==> config.mk <==
export PLATFORM = sky130hd
export DESIGN_NAME = fetch_top
export DESIGN_NICKNAME = d
export VERILOG_FILES = /design/src/fetch_pkg.sv /design/src/fetch_line_ram.sv /design/src/fetch_axi_reader.sv /design/src/fetch_buffer.sv /design/src/ifu_pc_gen.sv /design/src/fetch_top.sv
export SDC_FILE = /design/constraint.sdc
export NUM_CORES = 1
export LEC_CHECK = 0
export BUFFER_PORTS_ARGS = -buffer_cell sky130_fd_sc_hd__buf_2
export CAP_MARGIN = 25
export CORE_UTILIZATION = 55
export DETAILED_ROUTE_END_ITERATION = 6
export HOLD_SLACK_MARGIN = 0.06
export PLACE_DENSITY = 0.77
export SYNTH_ARGS = -nofsm -noshare
export SYNTH_HDL_FRONTEND = slang
export SYNTH_SLANG_ARGS = --single-unit
==> constraint.sdc <==
create_clock -name clk -period 9.62 [get_ports clk]
set_input_delay 1.443 -clock clk [delete_from_list [all_inputs] [get_ports clk]]
set_output_delay 1.443 -clock clk [all_outputs]
set_load 0.03 [all_outputs]
==> src/fetch_pkg.sv <==
package fetch_pkg;

  // ==================================================
  // fetch geometry
  // ==================================================

  // pc and cache address width
  localparam int XLEN = 32;

  // one cache line, split into instruction words
  localparam int LINE_BITS      = 128;
  localparam int LINE_OFFSET    = 4;
  localparam int WORDS_PER_LINE = 4;

  // prefetch buffer, pointers carry one wrap bit
  localparam int FB_DEPTH    = 4;
  localparam int FB_PTR_BITS = 3;

  localparam logic [XLEN-1:0] RESET_PC = 32'h8000_0000;

  // ==================================================
  // read port states
  // ==================================================
  localparam logic RD_IDLE = 1'b0;
  localparam logic RD_WAIT = 1'b1;

  // ==================================================
  // cache line, stored raw, selected per word
  // ==================================================
  // words[0] sits at the lowest address of the line
  typedef union packed {
    logic [LINE_BITS-1:0]                raw;
    logic [WORDS_PER_LINE-1:0][31:0]     words;
  } fetch_line_t;

endpackage

==> src/fetch_line_ram.sv <==
`timescale 1ns/1ps

module fetch_line_ram
  import fetch_pkg::*;
(
  input  logic                   clk,
  input  logic                   wr_en_i,
  input  logic [FB_PTR_BITS-2:0] wr_addr_i,
  input  fetch_line_t            wr_line_i,
  input  logic [FB_PTR_BITS-2:0] rd_addr_i,
  output fetch_line_t            rd_line_o
);

  logic [LINE_BITS-1:0] mem [FB_DEPTH];

  // line storage
  always_ff @(posedge clk) begin
    if (wr_en_i) begin
      mem[wr_addr_i] <= wr_line_i.raw;
    end
  end

  // ==================================================
  // async read with write bypass
  // ==================================================
  // a line arriving this cycle is visible at once
  always_comb begin
    if (wr_en_i && (wr_addr_i == rd_addr_i)) begin
      rd_line_o.raw = wr_line_i.raw;
    end else begin
      rd_line_o.raw = mem[rd_addr_i];
    end
  end

endmodule

==> src/fetch_axi_reader.sv <==
`timescale 1ns/1ps

module fetch_axi_reader
  import fetch_pkg::*;
(
  input  logic       clk,
  input  logic       rst_n,
  input  logic       req_en_i,
  input  logic       flush_i,
  input  logic       ar_ready_i,
  output logic       ar_valid_o,
  input  logic       r_valid_i,
  input  logic [1:0] r_resp_i,
  output logic       r_ready_o,
  output logic       line_wr_o
);

  logic       state_q;
  logic       state_d;
  logic       stale_q;
  logic [1:0] last_resp_q;
  logic       ar_fire;
  logic       r_fire;

  // ==================================================
  // handshakes
  // ==================================================
  assign ar_valid_o = (state_q == RD_IDLE) && req_en_i;
  assign r_ready_o  = (state_q == RD_WAIT);

  assign ar_fire = ar_valid_o && ar_ready_i;
  assign r_fire  = r_valid_i && r_ready_o;

  // ==================================================
  // idle / wait-response FSM
  // ==================================================
  always_comb begin
    state_d = state_q;
    case (state_q)
      RD_IDLE: begin
        if (ar_fire) begin
          state_d = RD_WAIT;
        end
      end
      RD_WAIT: begin
        if (r_fire) begin
          state_d = RD_IDLE;
        end
      end
      default: begin
        state_d = RD_IDLE;
      end
    endcase
  end

  always_ff @(posedge clk) begin
    if (rst_n) begin
      state_q <= RD_IDLE;
    end else begin
      state_q <= state_d;
    end
  end

  // redirect while waiting, the line in flight is no longer wanted
  always_ff @(posedge clk) begin
    if (rst_n) begin
      stale_q <= 1'b0;
    end else if (r_fire) begin
      stale_q <= 1'b0;
    end else if (r_ready_o && flush_i) begin
      stale_q <= 1'b1;
    end
  end

  // last response code, kept for debug only
  always_ff @(posedge clk) begin
    if (r_fire) begin
      last_resp_q <= r_resp_i;
    end
  end

  assign line_wr_o = r_fire && !flush_i && !stale_q;

endmodule

==> src/fetch_buffer.sv <==
`timescale 1ns/1ps

module fetch_buffer
  import fetch_pkg::*;
(
  input  logic            clk,
  input  logic            rst_n,
  input  logic            flush_i,
  input  logic [XLEN-1:0] pc_i,
  // cache read port
  input  logic            ar_ready_i,
  output logic            ar_valid_o,
  output logic [XLEN-1:0] ar_addr_o,
  input  logic            r_valid_i,
  input  fetch_line_t     r_data_i,
  input  logic [1:0]      r_resp_i,
  output logic            r_ready_o,
  // decode side
  output logic            inst_valid_o,
  output logic [31:0]     inst_o
);

  logic [FB_PTR_BITS-1:0]     wr_ptr_q;
  logic [FB_PTR_BITS-1:0]     rd_ptr_q;
  logic [FB_PTR_BITS-1:0]     req_cnt_q;
  logic [FB_PTR_BITS-1:0]     occupancy;
  logic [FB_PTR_BITS-1:0]     avail;
  logic [FB_PTR_BITS-1:0]     need;
  logic [XLEN-1:LINE_OFFSET]  head_line_q;
  logic [XLEN-1:LINE_OFFSET]  pc_line;
  logic [XLEN-1:LINE_OFFSET]  req_line;
  logic [FB_PTR_BITS-2:0]     rd_addr;
  logic                       full;
  logic                       empty;
  logic                       pc_in_head;
  logic                       pc_in_next;
  logic                       pop;
  logic                       line_wr;
  logic                       ar_fire;
  fetch_line_t                rd_line;

  // ==================================================
  // occupancy
  // ==================================================
  assign occupancy = wr_ptr_q - rd_ptr_q;
  assign empty     = (wr_ptr_q == rd_ptr_q);
  assign full      = (rd_ptr_q == {~wr_ptr_q[FB_PTR_BITS-1], wr_ptr_q[FB_PTR_BITS-2:0]});

  // where the pc sits relative to the head line
  assign pc_line    = pc_i[XLEN-1:LINE_OFFSET];
  assign pc_in_head = (pc_line == head_line_q);
  assign pc_in_next = (pc_line == head_line_q + 1'b1);

  // the in-flight line always lands at head + occupancy
  assign avail = occupancy + FB_PTR_BITS'(line_wr);
  assign need  = FB_PTR_BITS'(!pc_in_head);

  // pc stepped past the head line, drop it
  assign pop = !flush_i && pc_in_next && !empty;

  // ==================================================
  // instruction select
  // ==================================================
  assign rd_addr = rd_ptr_q[FB_PTR_BITS-2:0] + (FB_PTR_BITS-1)'(!pc_in_head);

  assign inst_valid_o = !flush_i && (pc_in_head || pc_in_next) && (need < avail);
  assign inst_o       = rd_line.words[pc_i[LINE_OFFSET-1:2]];

  // ==================================================
  // request address
  // ==================================================
  // next line is head plus lines already asked for
  assign req_line  = flush_i ? pc_line : head_line_q + (XLEN-LINE_OFFSET)'(req_cnt_q);
  assign ar_addr_o = {req_line, {LINE_OFFSET{1'b0}}};
  assign ar_fire   = ar_valid_o && ar_ready_i;

  always_ff @(posedge clk) begin
    if (rst_n) begin
      wr_ptr_q <= '0;
    end else if (line_wr) begin
      wr_ptr_q <= wr_ptr_q + 1'b1;
    end
  end

  always_ff @(posedge clk) begin
    if (rst_n) begin
      rd_ptr_q    <= '0;
      head_line_q <= RESET_PC[XLEN-1:LINE_OFFSET];
    end else if (flush_i) begin
      rd_ptr_q    <= wr_ptr_q;
      head_line_q <= pc_line;
    end else if (pop) begin
      rd_ptr_q    <= rd_ptr_q + 1'b1;
      head_line_q <= head_line_q + 1'b1;
    end
  end

  // lines buffered or in flight, counted from the head
  always_ff @(posedge clk) begin
    if (rst_n) begin
      req_cnt_q <= '0;
    end else if (flush_i) begin
      req_cnt_q <= FB_PTR_BITS'(ar_fire);
    end else begin
      req_cnt_q <= req_cnt_q + FB_PTR_BITS'(ar_fire) - FB_PTR_BITS'(pop);
    end
  end

  fetch_line_ram i_line_ram (
    .clk       (clk),
    .wr_en_i   (line_wr),
    .wr_addr_i (wr_ptr_q[FB_PTR_BITS-2:0]),
    .wr_line_i (r_data_i),
    .rd_addr_i (rd_addr),
    .rd_line_o (rd_line)
  );

  fetch_axi_reader i_axi_reader (
    .clk        (clk),
    .rst_n      (rst_n),
    .req_en_i   (!full || flush_i),
    .flush_i    (flush_i),
    .ar_ready_i (ar_ready_i),
    .ar_valid_o (ar_valid_o),
    .r_valid_i  (r_valid_i),
    .r_resp_i   (r_resp_i),
    .r_ready_o  (r_ready_o),
    .line_wr_o  (line_wr)
  );

endmodule

==> src/ifu_pc_gen.sv <==
`timescale 1ns/1ps

module ifu_pc_gen
  import fetch_pkg::*;
(
  input  logic            clk,
  input  logic            rst_n,
  input  logic            redirect_i,
  input  logic [XLEN-1:0] redirect_pc_i,
  input  logic            stall_i,
  input  logic            inst_valid_i,
  output logic [XLEN-1:0] pc_o,
  output logic            flush_o
);

  logic [XLEN-1:0] pc_q;

  // ==================================================
  // pc register
  // ==================================================
  // redirect wins over a sequential step
  always_ff @(posedge clk) begin
    if (rst_n) begin
      pc_q <= RESET_PC;
    end else if (redirect_i) begin
      pc_q <= redirect_pc_i;
    end else if (inst_valid_i && !stall_i) begin
      pc_q <= pc_q + XLEN'(4);
    end
  end

  // target shows early so the buffer can request its line at once
  assign pc_o = redirect_i ? redirect_pc_i : pc_q;

  // flush is the redirect itself
  assign flush_o = redirect_i;

endmodule

==> src/fetch_top.sv <==
`timescale 1ns/1ps

module fetch_top
  import fetch_pkg::*;
(
  input  logic            clk,
  input  logic            rst_n,
  // branch / jump
  input  logic            redirect_i,
  input  logic [XLEN-1:0] redirect_pc_i,
  input  logic            stall_i,
  // cache read port
  input  logic            ar_ready_i,
  output logic            ar_valid_o,
  output logic [XLEN-1:0] ar_addr_o,
  input  logic            r_valid_i,
  input  fetch_line_t     r_data_i,
  input  logic [1:0]      r_resp_i,
  output logic            r_ready_o,
  // decode side
  output logic            inst_valid_o,
  output logic [31:0]     inst_o,
  output logic [XLEN-1:0] inst_pc_o
);

  logic [XLEN-1:0] pc;
  logic            flush;

  // ==================================================
  // pc generator and prefetch buffer
  // ==================================================
  ifu_pc_gen i_pc_gen (
    .clk           (clk),
    .rst_n         (rst_n),
    .redirect_i    (redirect_i),
    .redirect_pc_i (redirect_pc_i),
    .stall_i       (stall_i),
    .inst_valid_i  (inst_valid_o),
    .pc_o          (pc),
    .flush_o       (flush)
  );

  fetch_buffer i_fetch_buffer (
    .clk          (clk),
    .rst_n        (rst_n),
    .flush_i      (flush),
    .pc_i         (pc),
    .ar_ready_i   (ar_ready_i),
    .ar_valid_o   (ar_valid_o),
    .ar_addr_o    (ar_addr_o),
    .r_valid_i    (r_valid_i),
    .r_data_i     (r_data_i),
    .r_resp_i     (r_resp_i),
    .r_ready_o    (r_ready_o),
    .inst_valid_o (inst_valid_o),
    .inst_o       (inst_o)
  );

  assign inst_pc_o = pc;

endmodule

Yosys cells after proc, flatten, opt, wreduce, memory -nomap -nowiden
Memory sizes are Yosys's and may differ from the RTL's. Cells that the tools add are included.

Bits in read-only memories: 0. Memory bits (writable): 512. Memories kept: 1. Register bits after elaboration: 71. Latch bits: 0. Input port bits: 168. Logic and storage cells: 69. Output and inout bits: 99.

Multipliers: 0. Add/subtract/negate cells: 10. $lt $le $gt $ge: 2. Bitwise operators: 2. Shift-type cells: 0. Equality and inequality tests: 5. Reduce and logical (&&, ||, !) cells: 24. Muxes and demuxes: 17. Divide/modulo/power cells: 0.

Memory list: i_fetch_buffer.i_line_ram.mem (depth 4, bits a word 128, rd ports 1, clocked after memory_dff 0, wr ports 1, line fetch_line_ram.sv:14) `logic [LINE_BITS-1:0] mem [FB_DEPTH];`.

Operators by type and width (number): two-way mux 128 bit (1); two-way mux 32 bit (4); two-way mux 28 bit (3); binary-select mux 32 bit (select 2 bit) (1); == test 28 bit (2); adder 32 x 3 -> 32 bit, second input constant (1); adder 28 x 1 -> 28 bit, second input constant (1); adder 28 x 3 -> 28 bit (1); logical AND 1 bit (12); adder 3 x 1 -> 3 bit (2); adder 3 x 1 -> 3 bit, second input constant (2); == test 3 bit (2); logical NOT 1 bit (6); two-way mux 3 bit (2); two-way mux 1 bit (5); nonzero test 2 bit (2); OR reduction 2 bit (2); < comparator 1 x 3 -> 1 bit (1); < comparator 2 x 3 -> 1 bit, second input constant (1); subtractor 3 x 1 -> 3 bit (1); subtractor 3 bit (1); adder 2 x 1 -> 2 bit (1); == test 2 bit (1); logical OR 1 bit (2); 2 further kinds (3).

Depth between registers and ports, before layout
Gate-level depths: netlist of run 1.

Depth after elaboration: 9. Gate-level depth with buffers: 20. Gate-level depth less buffers: 15.

Modules after synthesis
Synthesis of run 1 repeated with hierarchy kept, for this count alone.

Cell total of the unflattened synthesis: 1695. Area, all modules: 27704.1 um2.

By module, submodules not included: fetch_line_ram (area an instance 20455.9 um2, times used 1, seq. area each 15374.7 um2, cells an instance 819); fetch_buffer (area an instance 5026.1 um2, times used 1, seq. area each 740.7 um2, cells an instance 602); ifu_pc_gen (area an instance 2133.3 um2, times used 1, seq. area each 640.6 um2, cells an instance 264); fetch_axi_reader (area an instance 88.8 um2, times used 1, seq. area each 40.0 um2, cells an instance 10).

Worst setup path after synthesis of run 1
OpenSTA, ideal clock, no wires.

Kind: input to output. Start point: input port redirect_i. End point: output port inst_o[22]. Buffers on the path: 6. Data required time: 8.177 ns. Data arrival time: 5.660 ns. Stages on the path: 18. Slack: 2.517 ns. Path through: buf_6 -> buf_4 -> buf_4 -> mux2_2 -> xor2_1 -> nor4_1 -> nand4_1 -> nor2_1 -> inv_1 -> ha_1 -> clkbuf_1 -> buf_1 -> buf_1 -> mux4_2 -> nand2_1 -> nand3_1 -> nand3_1 -> o21ai_0.

Cells in the longest elaborated chain, start to end: 9. Elaborated cells on any way between the ends: 13. Those cells by class: 1 x add/sub; 2 x eq/ne; 4 x mux; 5 x reduce/logical; 1 x memory.

Ends and longest elaborated chain: from (decl) (line fetch_top.sv:9) `input logic redirect_i,`; two-way mux 32 bit (*) (line ifu_pc_gen.sv:33) `assign pc_o = redirect_i ? redirect_pc_i : pc_q;`; via inst_pc_o[27] (line fetch_top.sv:23) `output logic [XLEN-1:0] inst_pc_o`; == test 28 bit (*) (line fetch_buffer.sv:51) `assign pc_in_head = (pc_line == head_line_q);`; logical NOT 1 bit (*) (line fetch_buffer.sv:64) `assign rd_addr = rd_ptr_q[FB_PTR_BITS-2:0] + (FB_PTR_BITS-1)'(!pc_in_head);`; adder 2 x 1 -> 2 bit (*) (line fetch_buffer.sv:64); parallel branches: the longest is 2 deep, another holds memory (4 x 128 bit); two-way mux 128 bit (*) (line fetch_line_ram.sv:28) `if (wr_en_i && (wr_addr_i == rd_addr_i)) begin`; binary-select mux 32 bit (select 2 bit) (*) (line fetch_buffer.sv:67) `assign inst_o = rd_line.words[pc_i[LINE_OFFSET-1:2]];`; two-way mux 32 bit (implied by the code) (*) (line fetch_buffer.sv:67); to (decl) (line fetch_top.sv:22) `output logic [31:0] inst_o,`.

Mark *: on every way through the listed nets, which the timed path passes. The select of a mux whose other input is x is not followed.

Worst setup path in the final report of run 1
Start point: input port redirect_i. End point: output port inst_o[0].

Cells in the longest elaborated chain, start to end: 9. Elaborated cells on any way between the ends: 13. Those cells by class: 1 x add/sub; 2 x eq/ne; 4 x mux; 5 x reduce/logical; 1 x memory.

Ends and longest elaborated chain (line): parallel branches: the longest is 7 deep, another holds memory (4 x 128 bit); binary-select mux 32 bit (select 2 bit) (*) (fetch_buffer.sv:67); two-way mux 32 bit (implied by the code) (*) (fetch_buffer.sv:67).

Mark *: on every way between the ends. The select of a mux whose other input is x is not followed.

==> results of run 1 <==
per-layer routing:
metal | vias up | wire (um) | GRT usage (%)
met5 | - | 113 | 0
met2 | 970 | 35000 | 46.5
met4 | 20 | 2290 | 9.96
li1 | 8255 | - | -
met1 | 9393 | 29100 | 40.0
met3 | 162 | 6760 | 6.48
cell type report:
class	count	area [sq um]	area share (%)
flip-flops and latches	583	16800	54.2
multi-input cells	1272	9560	30.8
repair buffers	295	1660	5.34
clock buffers	71	1560	5.04
well taps	656	821	2.65
clock inverters	38	387	1.25
inverters	55	208	0.670
diodes	9	22.5	0.0726
worst register-to-register path, delay by kind of cell (launching register included):
kind	cells	cell delay, ns
buffers and inverters	2	0.11
adders and majority gates	3	0.76
xor gates and xnor gates	1	0.17
and+or+nand+nor	7	2.51
DFF	1	0.77
AOI/OAI and AO/OA	1	0.23
kinds of logic after synthesis:
family / Yosys count / synth area share, %
adder cells (fa/ha/maj): 19 / 0.961
AND/OR/NAND/NOR: 808 / 14.2
flip-flops: 583 / 62.0
buffers and inverters: 204 / 3.05
AO/OA/AOI/OAI: 190 / 4.82
multiplexers: 167 / 12.2
XOR/XNOR: 84 / 2.77
other: 1 / 0.0138
final timing paths:
| kind | cells after the start | slack (ns) | to |
|---|---|---|---|
| worst min register to register | 2 | 0.51 | i_fetch_buffer.rd_ptr_q[2] |
| worst max register to register | 14 | 4.94 | i_fetch_buffer.req_cnt_q[2] |
| worst max-delay path | 16 | 1.54 | inst_o[0] |
| worst min-delay path | 2 | 0.51 | i_fetch_buffer.rd_ptr_q[2] |
where the power goes:
group	total [mW]	switching [mW]	leakage [nW]	internal (mW)
Combinational	0.645	0.411	4.89	0.235
Sequential	2.82	0.0389	5.20	2.78
Clock	2.32	0.972	0.943	1.35
cells in the final DEF, fill, tap and decap left out, types with 6 or more instances in the layout:
master	n
dfxtp_1	71
mux2_2	17
xnor2_1	52
clkbuf_1	10
edfxtp_1	512
or4_1	7
nor2b_1	6
nand4_1	31
nor2_1	82
mux4_2	128
o31ai_1	12
bufinv_16	7
a31oi_1	11
mux2i_1	19
a211oi_1	29
o31a_1	17
xor2_1	30
diode_2	9
buf_2	259
and3_1	28
a31o_2	7
inv_1	53
a21oi_1	31
nand2_1	343
buf_4	30
clkinv_1	12
nor3_1	34
nor4_1	29
a311oi_1	10
and2_1	8
a2111oi_0	7
ha_1	15
and4_1	23
clkinv_2	11
o21ai_0	41
clkbuf_16	61
nand3_1	186
through the flow:
step | area [sq um] | utilization, % | worst slack (ns)
final | 31000 | 64.4 | 1.54
after global routing | 31000 | 64.4 | 1.21
after CTS | 31000 | 64.4 | 1.58
after detailed placement | 29000 | 60.3 | 1.63
after global placement | 29000 | 60.2 | 1.70
after floorplan | 27100 | - | 2.52
state kept, by name, summed over array words and instances (netlist names):
register and cells:
i_fetch_buffer.i_line_ram.mem 512, i_fetch_buffer.wr_ptr_q 3, i_fetch_buffer.rd_ptr_q 3, i_fetch_buffer.head_line_q 28
i_fetch_buffer.i_axi_reader.stale_q 1, i_fetch_buffer.req_cnt_q 3, i_fetch_buffer.i_axi_reader.r_ready_o 1, i_pc_gen.pc_q 32
==> impl_metrics.py, run 1 <==
metrics = {
    "synthesis": {
        "async_flop_share_pct": 0,
        "yosys.area.top_type": "edfxtp_1",
        "syn_inst": 2056,
        "yosysSeqAreaShare_pct": 62.0,
        "synth_most_common_cell": "edfxtp_1",
        "ys_top_cells_by_count": "edfxtp_1 (512), nand2_1 (343), nand3_1 (187), mux4_2 (128), clkbuf_1 (105)",
        "synthTopCellsByArea": "edfxtp_1 (57%), mux4_2 (11%), dfxtp_1 (5.2%), nand2_1 (4.8%), nand3_1 (3.5%)",
        "ys_types": 62,
        "syn_area_sq_mm": 0.0271,
        "ys.flop_type": "edfxtp_1",
        "syn_area_per_cell_sq_um": 13.2,
        "yosysWarningCount": 0,
        "synth.top_cell.area_share_pct": 56.8,
        "synth_edf_count": 512,
        "ys_ff_latch": 583,
    },
    "clocking": {
        "cts_setup_buffers": 0,
        "cts.reportedPaths.clkPinSlew_ns": 0.07,
        "cts_root_buffer": "clkbuf_16",
        "cts_buffers": 59,
        "cts.sinks": 583,
        "clk_latency_ns": 0.63,
        "cts_resized": 0,
        "cts.htree.levels": 2,
        "cts_tree": "done",
        "cts_hold_repair.buffers": 0,
        "clock_path_buffers": 3,
    },
    "route": {
        "vias_per_cell": 6.31,
        "drc_errors": 0,
        "wl_um": 73300,
        "dr.pass1.iters": 5,
        "drtIter0Drc": 1970,
        "vias": 18800,
        "ant_nets": 0,
        "wl_per_cell_um": 24.6,
    },
    "run": {
        "drv_cap": 0,
    },
    "global_route": {
        "overflow": 0,
        "grt_start_max_net_pins": 129,
        "grt_pass1_wl_um": 110000,
        "first_global_vias": 18200,
        "antenna_found_initial": 19,
        "grt_usage_pct": 29.2,
    },
    "floorplan": {
        "die_area_sq_mm": 0.0501,
        "start_util_pct": 56.3,
        "pin_count": 267,
        "num_rows": 80,
        "die_w_um": 224,
        "core-area_sq_mm": 0.0481,
        "die_h_um": 224,
    },
    "place": {
        "port_buffers": 260,
        "placedCellCount": 2861,
        "gp_congestion": 0.948,
        "place_hpwl_um": 45800,
    },
    "min_path": {
        "worstHoldStart": "i_fetch_buffer.wr_ptr_q[2]",
        "hold_path_class": "flop to flop",
    },
    "timing": {
        "finalCritPeriodShare_pct": 83.9,
        "min_period_ns": 8.08,
        "whs_ns": 0.506,
        "max_slew_margin_pct": 28.5,
        "setup_viol": 0,
        "fmax_ghz": 0.124,
        "rsz0062_at_grt": "false",
        "worst-slew-pin-transition_ns": 1.07,
        "fin_setup_tns_ns": 0,
        "skew_ns": 0.0205,
        "slew_viol_final": 0,
        "hold_viol": 0,
    },
    "worst_setup_path": {
        "cp.arrival_ns": 6.63,
        "worst-path-buf-inv": 5,
        "critPathRequiredTime_ns": 8.18,
        "crit_path_max_incr_delay_ns": 0.62,
        "crit_family": "buffers and inverters",
        "crit_chain": "buf_4 -> buf_4 -> mux2i_1 -> xnor2_1 -> nor4_1 -> nand4_1 -> nor2_1 -> inv_1 -> ha_4 -> buf_12 -> mux4_2 -> nand2_1 -> nand3_1 -> nand3_1 -> o21ai_0 -> buf_2",
        "r2r-start": "i_fetch_buffer.head_line_q[12]",
        "startpoint_type": "input port",
        "cp_slowest_cell": "mux4_2",
        "setup.worst_path.start": "redirect_i",
        "crit_path_end_kind": "output pin",
        "crit_fanout": 108,
        "criticalPathCategory": "input port to output pin",
    },
    "pwr": {
        "power.density_mw_per_mm2": 186,
        "power_mw": 5.78,
        "ir_drop_mv": 0.149,
        "leakage_nw": 11.0,
    },
    "final_layout": {
        "final_nets": 2453,
        "nFillCells": 3488,
        "synthToLayoutAreaGrowth_pct": 14.5,
        "fin_cells": 2979,
        "drive_above_1_share_pct": 24.1,
    },
    "run_status": {
        "status": "completed",
    },
}
Power figures use the tool's default switching activity.
==> inputs of run 2 (changes only) <==
--- a/config.mk
+++ b/config.mk
@@ -7,10 +7,10 @@
 export LEC_CHECK = 0
 export BUFFER_PORTS_ARGS = -buffer_cell sky130_fd_sc_hd__buf_2
 export CAP_MARGIN = 25
-export CORE_UTILIZATION = 55
+export CORE_UTILIZATION = 54
 export DETAILED_ROUTE_END_ITERATION = 6
 export HOLD_SLACK_MARGIN = 0.06
-export PLACE_DENSITY = 0.77
+export PLACE_DENSITY = 0.79
 export SYNTH_ARGS = -nofsm -noshare
 export SYNTH_HDL_FRONTEND = slang
 export SYNTH_SLANG_ARGS = --single-unit
==> constraint.sdc (replaced) <==
create_clock -name clk -period 7.2 [get_ports clk]
set_input_delay 1.08 -clock clk [delete_from_list [all_inputs] [get_ports clk]]
set_output_delay 1.08 -clock clk [all_outputs]
set_load 0.03 [all_outputs]
==> impl_metrics.py, run 2 (synthesized netlist as in run 1, its figures left out) <==
metrics = {
    "route": {
        "wl_per_cell_um": 25.4,
        "vias": 18800,
        "wl_um": 76200,
        "vias_per_cell": 6.26,
        "drc_errors": 0,
        "ant_nets": 0,
        "dr.pass1.iters": 5,
        "drtIter0Drc": 1881,
    },
    "clocking": {
        "cts.htree.levels": 2,
        "cts.sinks": 583,
        "clock_path_buffers": 3,
        "cts_tree": "done",
        "cts_buffers": 57,
        "clk_latency_ns": 0.63,
        "cts_setup_buffers": 0,
        "cts.reportedPaths.clkPinSlew_ns": 0.06,
        "cts_resized": 0,
        "cts_hold_repair.buffers": 0,
        "cts_root_buffer": "clkbuf_16",
    },
    "final_layout": {
        "final_nets": 2459,
        "layout_commonest_cell": "edfxtp_1",
        "finish.utilization_pct": 63.2,
        "regArea_sq_mm": 0.0168,
        "largest-register": "i_fetch_buffer.i_line_ram.mem",
        "largest_register_ffs": 512,
        "nFillCells": 3634,
        "largestRegisters": "i_fetch_buffer.i_line_ram.mem (512), i_pc_gen.pc_q (32), i_fetch_buffer.head_line_q (28)",
        "synthToLayoutAreaGrowth_pct": 15.0,
        "final_cell_mix": "edfxtp_1 (512), nand2_1 (343), buf_2 (259), nand3_1 (186), mux4_2 (128)",
        "multiInputGateArea_sq_mm": 0.00956,
        "drive_above_1_share_pct": 24.3,
    },
    "timing": {
        "fin_setup_tns_ns": 0,
        "skew_ns": 0.0277,
        "min_period_ns": 6.76,
        "slew_viol_final": 0,
        "rsz0062_at_grt": "false",
        "whs_ns": 0.517,
        "setup_viol": 0,
        "max_slew_margin_pct": 35.7,
        "hold_viol": 0,
        "fmax_ghz": 0.148,
        "worst-slew-pin-transition_ns": 0.964,
        "finalCritPeriodShare_pct": 93.9,
    },
    "worst_setup_path": {
        "crit_fanout": 50,
        "critPathRequiredTime_ns": 6.12,
        "criticalPathCategory": "input port to output pin",
        "startpoint_type": "input port",
        "cp.arrival_ns": 5.68,
        "crit_path_end_kind": "output pin",
        "worst-r2r-cell-count": 14,
    },
    "floorplan": {
        "die_w_um": 226,
        "pin_count": 267,
        "die_h_um": 226,
        "num_rows": 81,
        "core-area_sq_mm": 0.0493,
        "die_area_sq_mm": 0.0511,
        "start_util_pct": 55.0,
    },
    "global_route": {
        "grt_usage_pct": 29.6,
        "grt_pass1_wl_um": 112000,
        "antenna_found_initial": 25,
        "grt_start_max_net_pins": 87,
        "overflow": 0,
        "first_global_vias": 18300,
    },
    "place": {
        "port_buffers": 260,
        "place_hpwl_um": 48300,
        "gp_congestion": 0.977,
    },
    "run": {
        "drv_cap": 0,
    },
    "min_path": {
        "min_path_cells": 2,
        "hold_path_class": "flop to flop",
    },
    "pwr": {
        "leakage_nw": 11.1,
        "power.density_mw_per_mm2": 247,
        "ir_drop_mv": 0.231,
    },
    "run_status": {
        "status": "completed",
    },
}
==> run 2: cell types whose count changed in the layout (fill, tap and decap cells not counted), moves of 2 or more <==
cell | before | now
diode_2 | 9 | 19
buf_12 | 4 | 13
clkbuf_16 | 61 | 57
clkinv_4 | 3 | 0
buf_16 | 2 | 0
clkinv_2 | 11 | 9
==> run 2: final cells by class <==
type                       instances  area share, %
tap                              664           2.67
multi-input combinational       1272           30.7
clock buffer                      68           4.75
clock inverter                    39           1.40
sequential                       583           53.9
timing repair buffer             303           5.74
antenna                           19          0.153
inverter                          55          0.663
==> run 2: final timing paths <==
check,slack [ns],start,to
hold / removal,0.52,i_fetch_buffer.i_axi_reader.stale_q,i_fetch_buffer.i_axi_reader.stale_q
hold reg to reg,0.52,i_fetch_buffer.i_axi_reader.stale_q,i_fetch_buffer.i_axi_reader.stale_q
setup / recovery,0.44,redirect_i,inst_o[24]
setup reg to reg,2.50,i_fetch_buffer.head_line_q[5],i_fetch_buffer.req_cnt_q[2]
==> run 2: routing by layer <==
metal / share of wire, % / vias to the layer above / GRT usage, % / routed length (um)
met5: 0.098 / - / 0 / 75
met4: 3.5 / 12 / 12.1 / 2630
met1: 39 / 9394 / 40.4 / 29900
met2: 49 / 971 / 47.3 / 37300
li1: - / 8261 / - / -
met3: 8.2 / 154 / 4.92 / 6220
==> run 2: critical path, stage by stage <==
cell,delay [ns]
buf_4,0.51
mux2i_1,0.50
xnor2_1,0.19
nor4_1,0.60
nand4_1,0.16
nor2_1,0.26
inv_1,0.11
ha_4,0.19
xor2_4,0.17
xnor2_1,0.30
and3_4,0.38
buf_12,0.29
nand2_1,0.10
nand3_1,0.12
nand2_1,0.11
o21ai_0,0.29
buf_2,0.27
==> run 2: power breakdown <==
| part | switching (mW) | internal (mW) | total [mW] |
|---|---|---|---|
| clock network | 1.29 | 1.76 | 3.05 |
| registers | 0.0565 | 3.71 | 3.77 |
| logic | 0.559 | 0.318 | 0.878 |
| total | 1.91 | 5.79 | 7.70 |
==> run 2: metrics by stage <==
step / cells / power (mW) / instance area [sq um] / worst slack (ns)
finish: 3003 / 7.70 / 31100 / 0.442
global route: 2997 / 7.91 / 31100 / 0.340
CTS: 2983 / 7.72 / 31100 / 0.565
detailed placement: 2876 / 4.70 / 29200 / 0.594
global placement: 2876 / 4.69 / 29200 / 0.608
floorplan: 2059 / 4.39 / 27100 / 0.823
==> inputs of run 3 (changes only) <==
--- a/config.mk
+++ b/config.mk
@@ -8,9 +8,11 @@
 export BUFFER_PORTS_ARGS = -buffer_cell sky130_fd_sc_hd__buf_2
 export CAP_MARGIN = 25
 export CORE_UTILIZATION = 54
+export CTS_CLUSTER_SIZE = 12
 export DETAILED_ROUTE_END_ITERATION = 6
 export HOLD_SLACK_MARGIN = 0.06
 export PLACE_DENSITY = 0.79
+export SETUP_SLACK_MARGIN = 0.02
 export SYNTH_ARGS = -nofsm -noshare
 export SYNTH_HDL_FRONTEND = slang
 export SYNTH_SLANG_ARGS = --single-unit
==> constraint.sdc (replaced) <==
create_clock -name clk -period 5.51 [get_ports clk]
set_input_delay 0.8265 -clock clk [delete_from_list [all_inputs] [get_ports clk]]
set_output_delay 0.8265 -clock clk [all_outputs]
set_load 0.03 [all_outputs]
==> impl_metrics.py, run 3 (synthesized netlist as in run 1, its figures left out) <==
metrics = {
    "run_status": {
        "status": "completed",
    },
    "timing": {
        "fmax_ghz": 0.188,
        "skew_ns": 0.0182,
        "whs_ns": 0.442,
        "max_slew_margin_pct": 34.8,
        "min_period_ns": 5.31,
        "finalCritPeriodShare_pct": 96.3,
        "worst-slew-pin-transition_ns": 0.977,
        "hold_viol": 0,
        "slew_viol_final": 0,
        "setup_viol": 0,
        "rsz0062_at_grt": "false",
    },
    "route": {
        "drtIter0Drc": 2307,
        "wl_um": 74800,
        "vias": 19300,
        "wl_per_cell_um": 24.3,
        "drc_errors": 0,
        "dr.pass1.iters": 6,
        "vias_per_cell": 6.27,
        "ant_nets": 0,
    },
    "final_layout": {
        "final_cell_mix": "edfxtp_1 (512), nand2_1 (343), buf_2 (259), nand3_1 (186), mux4_2 (128)",
        "largest-register": "i_fetch_buffer.i_line_ram.mem",
        "synthToLayoutAreaGrowth_pct": 18.0,
        "largest_register_ffs": 512,
        "final_nets": 2556,
        "finish.utilization_pct": 64.9,
        "fin_cells": 3081,
        "layout_commonest_cell": "edfxtp_1",
        "largestRegisters": "i_fetch_buffer.i_line_ram.mem (512), i_pc_gen.pc_q (32), i_fetch_buffer.head_line_q (28)",
        "drive_above_1_share_pct": 26.8,
    },
    "pwr": {
        "switching_share_pct": 24.8,
        "power.density_mw_per_mm2": 310,
        "ir_drop_mv": 0.372,
        "p_sw_mw": 2.46,
        "seqPwrFrac_pct": 49.7,
        "clkPwrFrac_pct": 37.6,
        "leakage_nw": 11.5,
        "internal-power_mw": 7.44,
        "p_comb_share_pct": 12.7,
    },
    "clocking": {
        "cts.reportedPaths.clkPinSlew_ns": 0.06,
        "cts_buffers": 59,
        "cts.htree.levels": 2,
        "cts_root_buffer": "clkbuf_16",
        "clk_latency_ns": 0.61,
        "cts.sinks": 583,
        "clock_path_buffers": 3,
        "cts_tree": "done",
        "cts_hold_repair.buffers": 0,
    },
    "worst_setup_path": {
        "criticalPathCategory": "input port to output pin",
        "crit_path_frequent_cell": "buf_12",
        "crit_fanout": 41,
        "crit_path_max_incr_delay_ns": 0.33,
        "cp_slowest_cell": "mux2_4",
        "crit_path_end_kind": "output pin",
        "cp.arrival_ns": 4.48,
        "crit_family": "buffers and inverters",
        "startpoint_type": "input port",
        "worst-path-buf-inv": 7,
        "crit_chain": "buf_12 -> buf_4 -> mux2_4 -> xor2_1 -> nor4_1 -> nand4_1 -> nor2_1 -> buf_4 -> inv_1 -> ha_4 -> xor2_4 -> xnor2_1 -> and3_4 -> buf_12 -> buf_12 -> nand2_1 -> nand3_1 -> nand2_1 -> o21ai_1 -> buf_2",
        "critPathRequiredTime_ns": 4.68,
    },
    "global_route": {
        "overflow": 0,
        "grt_usage_pct": 29.3,
        "antenna_found_initial": 25,
        "first_global_vias": 19000,
        "grt_start_max_net_pins": 92,
        "grt_pass1_wl_um": 112000,
    },
    "place": {
        "port_buffers": 260,
        "place_hpwl_um": 48700,
        "placedCellCount": 2971,
        "gp_congestion": 0.924,
    },
    "floorplan": {
        "die_w_um": 226,
        "pin_count": 267,
        "num_rows": 81,
        "core-area_sq_mm": 0.0493,
        "die_h_um": 226,
        "start_util_pct": 55.0,
        "die_area_sq_mm": 0.0511,
    },
    "min_path": {
        "hold_path_class": "input port to flop",
    },
    "run": {
        "drv_cap": 0,
    },
}
==> run 3: cell types whose count changed in the layout (fill, tap and decap cells not counted), moves of 8 or more <==
cell | previous run | this run
buf_12 | 13 | 34
clkbuf_1 | 9 | 17
buf_4 | 31 | 104
o21ai_0 | 41 | 9
o21ai_1 | 0 | 32
==> run 3: worst paths after layout <==
path | cells after the start | start | slack [ns] | end
max | 20 | redirect_i | 0.20 | inst_o[20]
min | 1 | r_data_i[37] | 0.44 | i_fetch_buffer.i_line_ram.mem[1][37]
max reg2reg | 15 | i_fetch_buffer.head_line_q[5] | 1.07 | i_fetch_buffer.req_cnt_q[2]
min reg2reg | 2 | i_fetch_buffer.wr_ptr_q[2] | 0.52 | i_fetch_buffer.rd_ptr_q[2]
==> run 3: area by class of cell <==
class	count	area (sq um)
antenna	14	35.0
multi-input combinational	1272	9570
sequential	583	16800
tap	664	831
clock buffer	76	1540
clock inverter	19	183
timing repair buffer	398	2790
fill	3533	17300
inverter	55	208
==> run 3: per-layer routing <==
metal,vias to the layer above,track usage [%],routed length (um)
met5,-,0,167
met2,1069,48.5,37000
met1,9570,38.0,27900
met4,24,11.5,2770
met3,189,6.26,6980
li1,8456,-,-
==> run 3: metrics by stage <==
stage          setup WS, ns  cell area, sq um  TNS, ns  total power [mW]
4_1_cts              0.0414             31900        0              9.92
3_3_place_gp        -0.0275             30200  -0.0388              6.21
6_report              0.204             31900        0              9.89
5_1_grt              0.0246             31900        0              10.2
2_1_floorplan        -0.160             27100   -0.160              5.74
3_5_place_dp        -0.0184             30200  -0.0512              6.24
==> run 3: repair_timing <==
action	CTS	global route
buffers inserted	0	0
setup endpoints to repair	25	32
gates resized for setup	1	7
==> run 3: power by group through the flow <==
stage / Sequential (mW) / Clock, mW / Combinational [mW]
2_1_floorplan: 4.98 / 0 / 0.759
3_3_place_gp: 5.00 / 0 / 1.21
3_5_place_dp: 5.01 / 0 / 1.23
4_1_cts: 4.91 / 3.76 / 1.25
5_1_grt: 4.92 / 3.91 / 1.34
6_report: 4.92 / 3.72 / 1.26
